--- config.mk ---
export PLATFORM = sky130hd
export DESIGN_NAME = cube_draw_top
export DESIGN_NICKNAME = d
export VERILOG_FILES = /design/src/cube_pkg.sv /design/src/draw_ifs.sv /design/src/shape_decoder.sv /design/src/triangle_raster.sv /design/src/fb_writer.sv /design/src/cube_draw_top.sv
export VERILOG_INCLUDE_DIRS = /design/src /design/src/include
export SDC_FILE = /design/constraint.sdc
export NUM_CORES = 2
export LEC_CHECK = 0
export BUFFER_PORTS_ARGS = -buffer_cell sky130_fd_sc_hd__buf_2
export CORE_MARGIN = 2
export CORE_UTILIZATION = 45
export DETAILED_ROUTE_END_ITERATION = 16
export GPL_TIMING_DRIVEN = 0
export MAX_ROUTING_LAYER = met4
export PLACE_DENSITY = 0.58
export REMOVE_ABC_BUFFERS = 1
export SKIP_CTS_REPAIR_TIMING = 1
export SLEW_MARGIN = 10
export SYNTH_ARGS = -nofsm -noshare
export SYNTH_HDL_FRONTEND = slang
export SYNTH_HIERARCHICAL = 1
export SYNTH_SLANG_ARGS = --single-unit
--- constraint.sdc ---
create_clock -name clk_pix -period 14.5 [get_ports clk_pix]
set_input_delay 2.9 -clock clk_pix [delete_from_list [all_inputs] [get_ports clk_pix]]
set_output_delay 2.9 -clock clk_pix [all_outputs]
set_load 0.02 [all_outputs]
--- src/include/cube_params.svh ---
// cube drawing parameters
// coordinate, framebuffer and colour index sizes shared by package and RTL

`ifndef CUBE_PARAMS_SVH
`define CUBE_PARAMS_SVH

// signed coordinate width
`define CORDW 16

// framebuffer geometry in pixels
`define FB_WIDTH 640
`define FB_HEIGHT 360

// colour index width, 16 colour palette
`define CIDXW 4

// triangles in the cube table
`define SHAPE_CNT 6

`endif

--- src/cube_pkg.sv ---
// cube drawing types
// vector typedefs and the decoder state encoding

package cube_pkg;

    `include "cube_params.svh"

    // signed pixel coordinate
    typedef logic signed [`CORDW-1:0] coord_t;

    // palette colour index
    typedef logic [`CIDXW-1:0] cidx_t;

    // linear framebuffer address, 18 bits for 640x360
    typedef logic [$clog2(`FB_WIDTH*`FB_HEIGHT)-1:0] fb_addr_t;

    // triangle number within the table
    typedef logic [2:0] shape_id_t;

    // shape decoder states
    typedef enum logic [1:0] {
        IDLE,
        INIT,
        DRAW,
        DONE
    } draw_state_e;

endpackage

--- src/draw_ifs.sv ---
// drawing interfaces
// tri_if carries one triangle to the rasterizer, pix_if carries covered pixels

`timescale 1ns/10ps

interface tri_if import cube_pkg::*; ();
    coord_t x0, y0;  // vertex 0
    coord_t x1, y1;  // vertex 1
    coord_t x2, y2;  // vertex 2
    cidx_t  cidx;    // fill colour
    logic   start;   // one cycle, vertices valid
    logic   done;    // one cycle, triangle finished

    modport driver (
        output x0, y0, x1, y1, x2, y2, cidx, start,
        input  done
    );

    modport receiver (
        input  x0, y0, x1, y1, x2, y2, cidx, start,
        output done
    );
endinterface

interface pix_if import cube_pkg::*; ();
    logic   valid;  // one covered pixel this cycle
    coord_t x, y;
    cidx_t  cidx;

    modport driver (
        output valid, x, y, cidx
    );

    modport receiver (
        input  valid, x, y, cidx
    );
endinterface

--- src/shape_decoder.sv ---
// shape decoder
// walks the six-triangle cube table once per reset, starting on a frame pulse

`timescale 1ns/10ps

module shape_decoder import cube_pkg::*; (
    input  logic  clk_pix,
    input  logic  rst_n,
    input  logic  frame,
    output logic  drawn,
    tri_if.driver tri_bus
);

    `include "cube_params.svh"

    draw_state_e state;
    shape_id_t   shape_id;

    always_ff @(posedge clk_pix or negedge rst_n) begin
        if (!rst_n) begin
            state         <= IDLE;
            shape_id      <= '0;
            tri_bus.start <= 1'b0;
        end else begin
            tri_bus.start <= 1'b0;  // pulse by default
            case (state)
                IDLE: if (frame) state <= INIT;
                INIT: begin
                    tri_bus.start <= 1'b1;  // entry loaded this edge
                    state         <= DRAW;
                end
                DRAW: if (tri_bus.done) begin
                    if (shape_id == shape_id_t'(`SHAPE_CNT - 1)) begin
                        state <= DONE;
                    end else begin
                        shape_id <= shape_id + 1'b1;
                        state    <= INIT;
                    end
                end
                default: state <= DONE;  // stays here until reset, frame ignored
            endcase
        end
    end

    assign drawn = (state == DONE);

    // triangle table, loaded in INIT and held until the next INIT
    always_ff @(posedge clk_pix) begin
        if (state == INIT) begin
            case (shape_id)
                3'd0: begin  // front right upper
                    tri_bus.x0   <= 16'sd260;
                    tri_bus.y0   <= 16'sd120;
                    tri_bus.x1   <= 16'sd460;
                    tri_bus.y1   <= 16'sd120;
                    tri_bus.x2   <= 16'sd460;
                    tri_bus.y2   <= 16'sd320;
                    tri_bus.cidx <= 4'h9;  // orange
                end
                3'd1: begin  // front right lower
                    tri_bus.x0   <= 16'sd260;
                    tri_bus.y0   <= 16'sd120;
                    tri_bus.x1   <= 16'sd460;
                    tri_bus.y1   <= 16'sd320;
                    tri_bus.x2   <= 16'sd260;
                    tri_bus.y2   <= 16'sd320;
                    tri_bus.cidx <= 4'hA;  // yellow
                end
                3'd2: begin  // left side lower
                    tri_bus.x0   <= 16'sd260;
                    tri_bus.y0   <= 16'sd120;
                    tri_bus.x1   <= 16'sd180;
                    tri_bus.y1   <= 16'sd240;
                    tri_bus.x2   <= 16'sd260;
                    tri_bus.y2   <= 16'sd320;
                    tri_bus.cidx <= 4'h2;  // dark purple
                end
                3'd3: begin  // left side upper
                    tri_bus.x0   <= 16'sd180;
                    tri_bus.y0   <= 16'sd40;
                    tri_bus.x1   <= 16'sd260;
                    tri_bus.y1   <= 16'sd120;
                    tri_bus.x2   <= 16'sd180;
                    tri_bus.y2   <= 16'sd240;
                    tri_bus.cidx <= 4'hE;  // pink
                end
                3'd4: begin  // top left
                    tri_bus.x0   <= 16'sd180;
                    tri_bus.y0   <= 16'sd40;
                    tri_bus.x1   <= 16'sd380;
                    tri_bus.y1   <= 16'sd40;
                    tri_bus.x2   <= 16'sd260;
                    tri_bus.y2   <= 16'sd120;
                    tri_bus.cidx <= 4'h1;  // dark blue
                end
                default: begin  // shape 5, top right
                    tri_bus.x0   <= 16'sd380;
                    tri_bus.y0   <= 16'sd40;
                    tri_bus.x1   <= 16'sd260;
                    tri_bus.y1   <= 16'sd120;
                    tri_bus.x2   <= 16'sd460;
                    tri_bus.y2   <= 16'sd120;
                    tri_bus.cidx <= 4'hC;  // blue
                end
            endcase
        end
    end

endmodule

--- src/triangle_raster.sv ---
// triangle rasterizer
// scans the bounding box one pixel per cycle and flags pixels inside all three edges

`timescale 1ns/10ps

module triangle_raster import cube_pkg::*; (
    input  logic    clk_pix,
    input  logic    rst_n,
    input  logic    hold,
    tri_if.receiver tri_bus,
    pix_if.driver   pix
);

    `include "cube_params.svh"

    localparam int EW = 2 * `CORDW + 3;  // product of two 17-bit diffs plus a sign bit

    coord_t vx0, vy0, vx1, vy1, vx2, vy2;  // latched vertices
    cidx_t  cidx_r;
    coord_t xmin, xmax, ymax;  // box limits, ymin only needed at load
    coord_t px, py;            // pixel under test
    logic   busy;
    logic   step;              // test a pixel this cycle
    logic   last_col, last_row;
    logic   covered;
    logic signed [EW-1:0] e01, e12, e20;

    function automatic coord_t min3(coord_t a, coord_t b, coord_t c);
        coord_t m;
        m = (a < b) ? a : b;
        return (c < m) ? c : m;
    endfunction

    function automatic coord_t max3(coord_t a, coord_t b, coord_t c);
        coord_t m;
        m = (a > b) ? a : b;
        return (c > m) ? c : m;
    endfunction

    // (bx-ax)*(qy-ay) - (by-ay)*(qx-ax)
    function automatic logic signed [EW-1:0] edge_fn(
        coord_t ax, coord_t ay, coord_t bx, coord_t by, coord_t qx, coord_t qy
    );
        logic signed [`CORDW:0] dx_ab, dy_ab, dx_aq, dy_aq;
        dx_ab = bx - ax;  // 17-bit context, no overflow
        dy_ab = by - ay;
        dx_aq = qx - ax;
        dy_aq = qy - ay;
        return dx_ab * dy_aq - dy_ab * dx_aq;
    endfunction

    always_comb begin
        e01 = edge_fn(vx0, vy0, vx1, vy1, px, py);
        e12 = edge_fn(vx1, vy1, vx2, vy2, px, py);
        e20 = edge_fn(vx2, vy2, vx0, vy0, px, py);
        // either winding, edges included
        covered = (e01 >= 0 && e12 >= 0 && e20 >= 0) ||
                  (e01 <= 0 && e12 <= 0 && e20 <= 0);
    end

    assign step     = busy && !hold;  // frozen while framebuffer busy
    assign last_col = (px == xmax);
    assign last_row = (py == ymax);

    always_ff @(posedge clk_pix or negedge rst_n) begin
        if (!rst_n) begin
            busy         <= 1'b0;
            tri_bus.done <= 1'b0;
            pix.valid    <= 1'b0;
        end else begin
            tri_bus.done <= 1'b0;
            pix.valid    <= step && covered;
            if (tri_bus.start) begin
                busy <= 1'b1;
            end else if (step && last_col && last_row) begin
                busy         <= 1'b0;
                tri_bus.done <= 1'b1;  // lines up with the last pixel's valid
            end
        end
    end

    always_ff @(posedge clk_pix) begin
        if (tri_bus.start) begin
            vx0    <= tri_bus.x0;
            vy0    <= tri_bus.y0;
            vx1    <= tri_bus.x1;
            vy1    <= tri_bus.y1;
            vx2    <= tri_bus.x2;
            vy2    <= tri_bus.y2;
            cidx_r <= tri_bus.cidx;
            xmin   <= min3(tri_bus.x0, tri_bus.x1, tri_bus.x2);
            xmax   <= max3(tri_bus.x0, tri_bus.x1, tri_bus.x2);
            ymax   <= max3(tri_bus.y0, tri_bus.y1, tri_bus.y2);
            px     <= min3(tri_bus.x0, tri_bus.x1, tri_bus.x2);
            py     <= min3(tri_bus.y0, tri_bus.y1, tri_bus.y2);
        end else if (step) begin
            if (last_col) begin  // wrap to next row
                px <= xmin;
                py <= py + 1'b1;
            end else begin
                px <= px + 1'b1;
            end
        end
        pix.x    <= px;
        pix.y    <= py;
        pix.cidx <= cidx_r;
    end

endmodule

--- src/fb_writer.sv ---
// framebuffer writer
// one register stage from covered pixel to linear address, colour and write strobe

`timescale 1ns/10ps

module fb_writer import cube_pkg::*; (
    input  logic     clk_pix,
    input  logic     rst_n,
    pix_if.receiver  pix,
    output logic     pix_we,
    output fb_addr_t pix_addr,
    output cidx_t    pix_cidx
);

    `include "cube_params.svh"

    fb_addr_t row_base;
    fb_addr_t addr_next;

    // y * width + x, coordinates are never negative here
    always_comb begin
        row_base  = fb_addr_t'(pix.y) * fb_addr_t'(`FB_WIDTH);
        addr_next = row_base + fb_addr_t'(pix.x);
    end

    always_ff @(posedge clk_pix or negedge rst_n) begin
        if (!rst_n) begin
            pix_we <= 1'b0;
        end else begin
            pix_we <= pix.valid;  // exactly one cycle behind valid
        end
    end

    always_ff @(posedge clk_pix) begin
        if (pix.valid) begin
            pix_addr <= addr_next;
            pix_cidx <= pix.cidx;
        end
    end

endmodule

--- src/cube_draw_top.sv ---
// cube drawing top level
// decoder feeds the rasterizer, rasterizer feeds the framebuffer writer

`timescale 1ns/10ps

module cube_draw_top import cube_pkg::*; (
    input  logic     clk_pix,
    input  logic     rst_n,
    input  logic     frame,     // start of frame pulse
    input  logic     hold,      // framebuffer busy
    output logic     pix_we,
    output fb_addr_t pix_addr,
    output cidx_t    pix_cidx,
    output logic     drawn      // all six triangles finished
);

    tri_if tri_bus ();
    pix_if pix_bus ();

    shape_decoder u_shape_decoder (
        .clk_pix (clk_pix),
        .rst_n   (rst_n),
        .frame   (frame),
        .drawn   (drawn),
        .tri_bus (tri_bus)
    );

    triangle_raster u_triangle_raster (
        .clk_pix (clk_pix),
        .rst_n   (rst_n),
        .hold    (hold),
        .tri_bus (tri_bus),
        .pix     (pix_bus)
    );

    fb_writer u_fb_writer (
        .clk_pix  (clk_pix),
        .rst_n    (rst_n),
        .pix      (pix_bus),
        .pix_we   (pix_we),
        .pix_addr (pix_addr),
        .pix_cidx (pix_cidx)
    );

endmodule

==> results.yml <==
status:
  status: "finished clean"
synthesis:
  syn-instance-count: 8826
  avgSynthCellArea_sq_um: 9.75
  synth_area_sq_um: 86000
  yosysWarnings: 6
sta:
  final-hold-violation-count: 0
  slew_violations: 0
  skew_ns: 0.0277
  setup_viol: 0
  whs_ns: 0.352
  max_freq_mhz: 72.1
  rsz0062_at_grt: "no"
  timing.final.crit_period_ns: 13.88
  worst_pin_slew_ns: 1.36
  slew-limit-headroom_pct: 9.06
  fin_crit_sh_pct: 95.7
drt:
  wl_per_cell_microns: 22.5
  routed_via_density: 5.54
  postRouteAntennaNets: 0
  wl_microns: 254000
  vias: 62428
  drtIter0Drc: 4785
  drt_pass1_iterations: 6
  post-route-drc-count: 0
setup_path:
  r2r_slack_ns: 0.62
  critPathMaxFanout: 19
  worstSetupEndpointType: "register"
  r2r_cells: 38
  crit_top_cell: "fa_1"
  slowest_delay_ns: 0.94
  r2r-start: "u_triangle_raster/vx2[1]"
  start_kind: "register"
  crit_required_ns: 14.97
  reg2reg_to: "u_triangle_raster/pix.valid"
  crit_path_top_delay_cell: "a2111oi_0"
  cp.arrival_ns: 14.35
  criticalPathCategory: "register to register"
clock_tree:
  clk_pin_slew_ns: 0.07
  cts_buffer_depth: 3
  htreeDepth: 2
  cts_root_buf: "clkbuf_16"
  cts_tree: "yes"
  clock_latency_ns: 0.57
  cts.sinks: 269
  cts_made_buffers: 34
global_routing:
  grt_pass1_wl_microns: 402000
  first_global_vias: 67732
  grt_max_degree: 72
  antenna_found_initial: 12
  overflow: 0
  grt_use_total_pct: 27.8
placed_design:
  port_buffers: 27
  hpwl_microns: 222000
  place.gp.congestion: 0.949
die:
  start_util_pct: 45.3
  boundaryPins: 28
  die_x_microns: 441
  die_h_microns: 441
  placementRows: 160
  coreArea_sq_um: 190000
  dieArea_sq_um: 195000
hold_path:
  hold_path_class: "register to register"
  holdPathEnd: "u_triangle_raster/pix.cidx[0]"
  min_path_cells: 0
  min_from: "u_triangle_raster/cidx_r[0]"
layout:
  drive_gt1_share_pct: 6.41
  synthToLayoutAreaGrowth_pct: 7.17
  ff_latch_area_sq_um: 7720
  multiInputGateArea_sq_um: 72800
  fillCellCount: 17712
  fin_nets: 11502
run:
  drv_cap: 0
routing by layer:
metal  part of all wire, %  global-route usage [%]
met5                     0                       -
met4                   3.0                    7.13
met3                   5.8                    2.77
met2                    48                    44.9
met1                    43                    37.8
placed cells by master (no fill, tap or decap), types with 31 or more instances in the layout:
cell type,count
fa_1,1994
o21a_1,43
nand2_1,416
buf_8,52
xnor2_2,71
a21oi_1,199
nand2b_1,111
ha_1,773
nor2b_1,96
inv_1,1389
nor3_1,72
o21ai_0,200
xnor2_1,123
mux2i_1,109
a21o_1,77
xor2_1,77
nand4_1,42
edfxtp_1,228
or2_2,110
xor2_2,63
dfxtp_1,31
clkbuf_16,35
and3_1,34
buf_6,87
a31oi_1,35
and2_1,56
nand3_1,101
nor2_1,1574
conb_1,65
critical path: cells and delay by family (launching register included):
kind,cells,cell delay [ns]
adder cells (fa/ha/maj),10,4.97
AO/OA/AOI/OAI,14,4.50
AND/OR/NAND/NOR,7,2.20
buffers and inverters,7,1.40
flip-flops,1,0.73
worst max path at each step:
stage	depth (start not counted)	end	startpoint	slack (ns)
2_1_floorplan	33	u_triangle_raster/pix.valid	u_triangle_raster/vy0[0]	4.40
3_3_place_gp	36	u_triangle_raster/pix.valid	u_triangle_raster/px[1]	-0.77
3_5_place_dp	38	u_triangle_raster/pix.valid	u_triangle_raster/vx2[1]	0.96
4_1_cts	38	u_triangle_raster/pix.valid	u_triangle_raster/vx2[1]	0.92
5_1_grt	39	u_triangle_raster/pix.valid	u_triangle_raster/vx2[0]	0.29
6_report	38	u_triangle_raster/pix.valid	u_triangle_raster/vx2[1]	0.62
final cells by class:
cell class                 instances  share of cell area (%)
antenna                           10                  0.0271
sequential                       269                    8.38
clock buffer                      43                    1.00
timing repair buffer             177                    2.28
multi-input combinational       6860                    79.0
clock inverter                    19                   0.229
tap                             2511                    3.41
inverter                        1389                    5.66
through the flow:
step	util (%)	std cells	setup WS [ns]	cell area [sq um]	setup TNS, ns
6_report	48.5	11278	0.621	92200	0
5_1_grt	48.5	11277	0.285	92200	0
4_1_cts	48.5	11268	0.915	92100	0
3_5_place_dp	47.9	11206	0.958	91000	0
3_3_place_gp	46.2	11056	-0.770	87800	-0.770
2_1_floorplan	-	8518	4.40	84500	0
sequential cells by signal, summed over array words and instances, names as in the netlist, 6 cells and up:
register / count
u_fb_writer/pix_addr: 18
u_triangle_raster/pix.x: 16
u_triangle_raster/px: 16
u_triangle_raster/py: 16
u_triangle_raster/vx0: 16
u_triangle_raster/vx1: 16
u_triangle_raster/vx2: 16
u_triangle_raster/vy0: 16
u_triangle_raster/vy1: 16
u_triangle_raster/vy2: 16
u_triangle_raster/xmax: 16
u_triangle_raster/xmin: 16
u_triangle_raster/ymax: 16
u_triangle_raster/pix.y: 11
u_shape_decoder/tri_bus.y1: 6
Power is not shown: default switching activity piles up to over one toggle a cycle in this logic, so the estimate is an artifact.
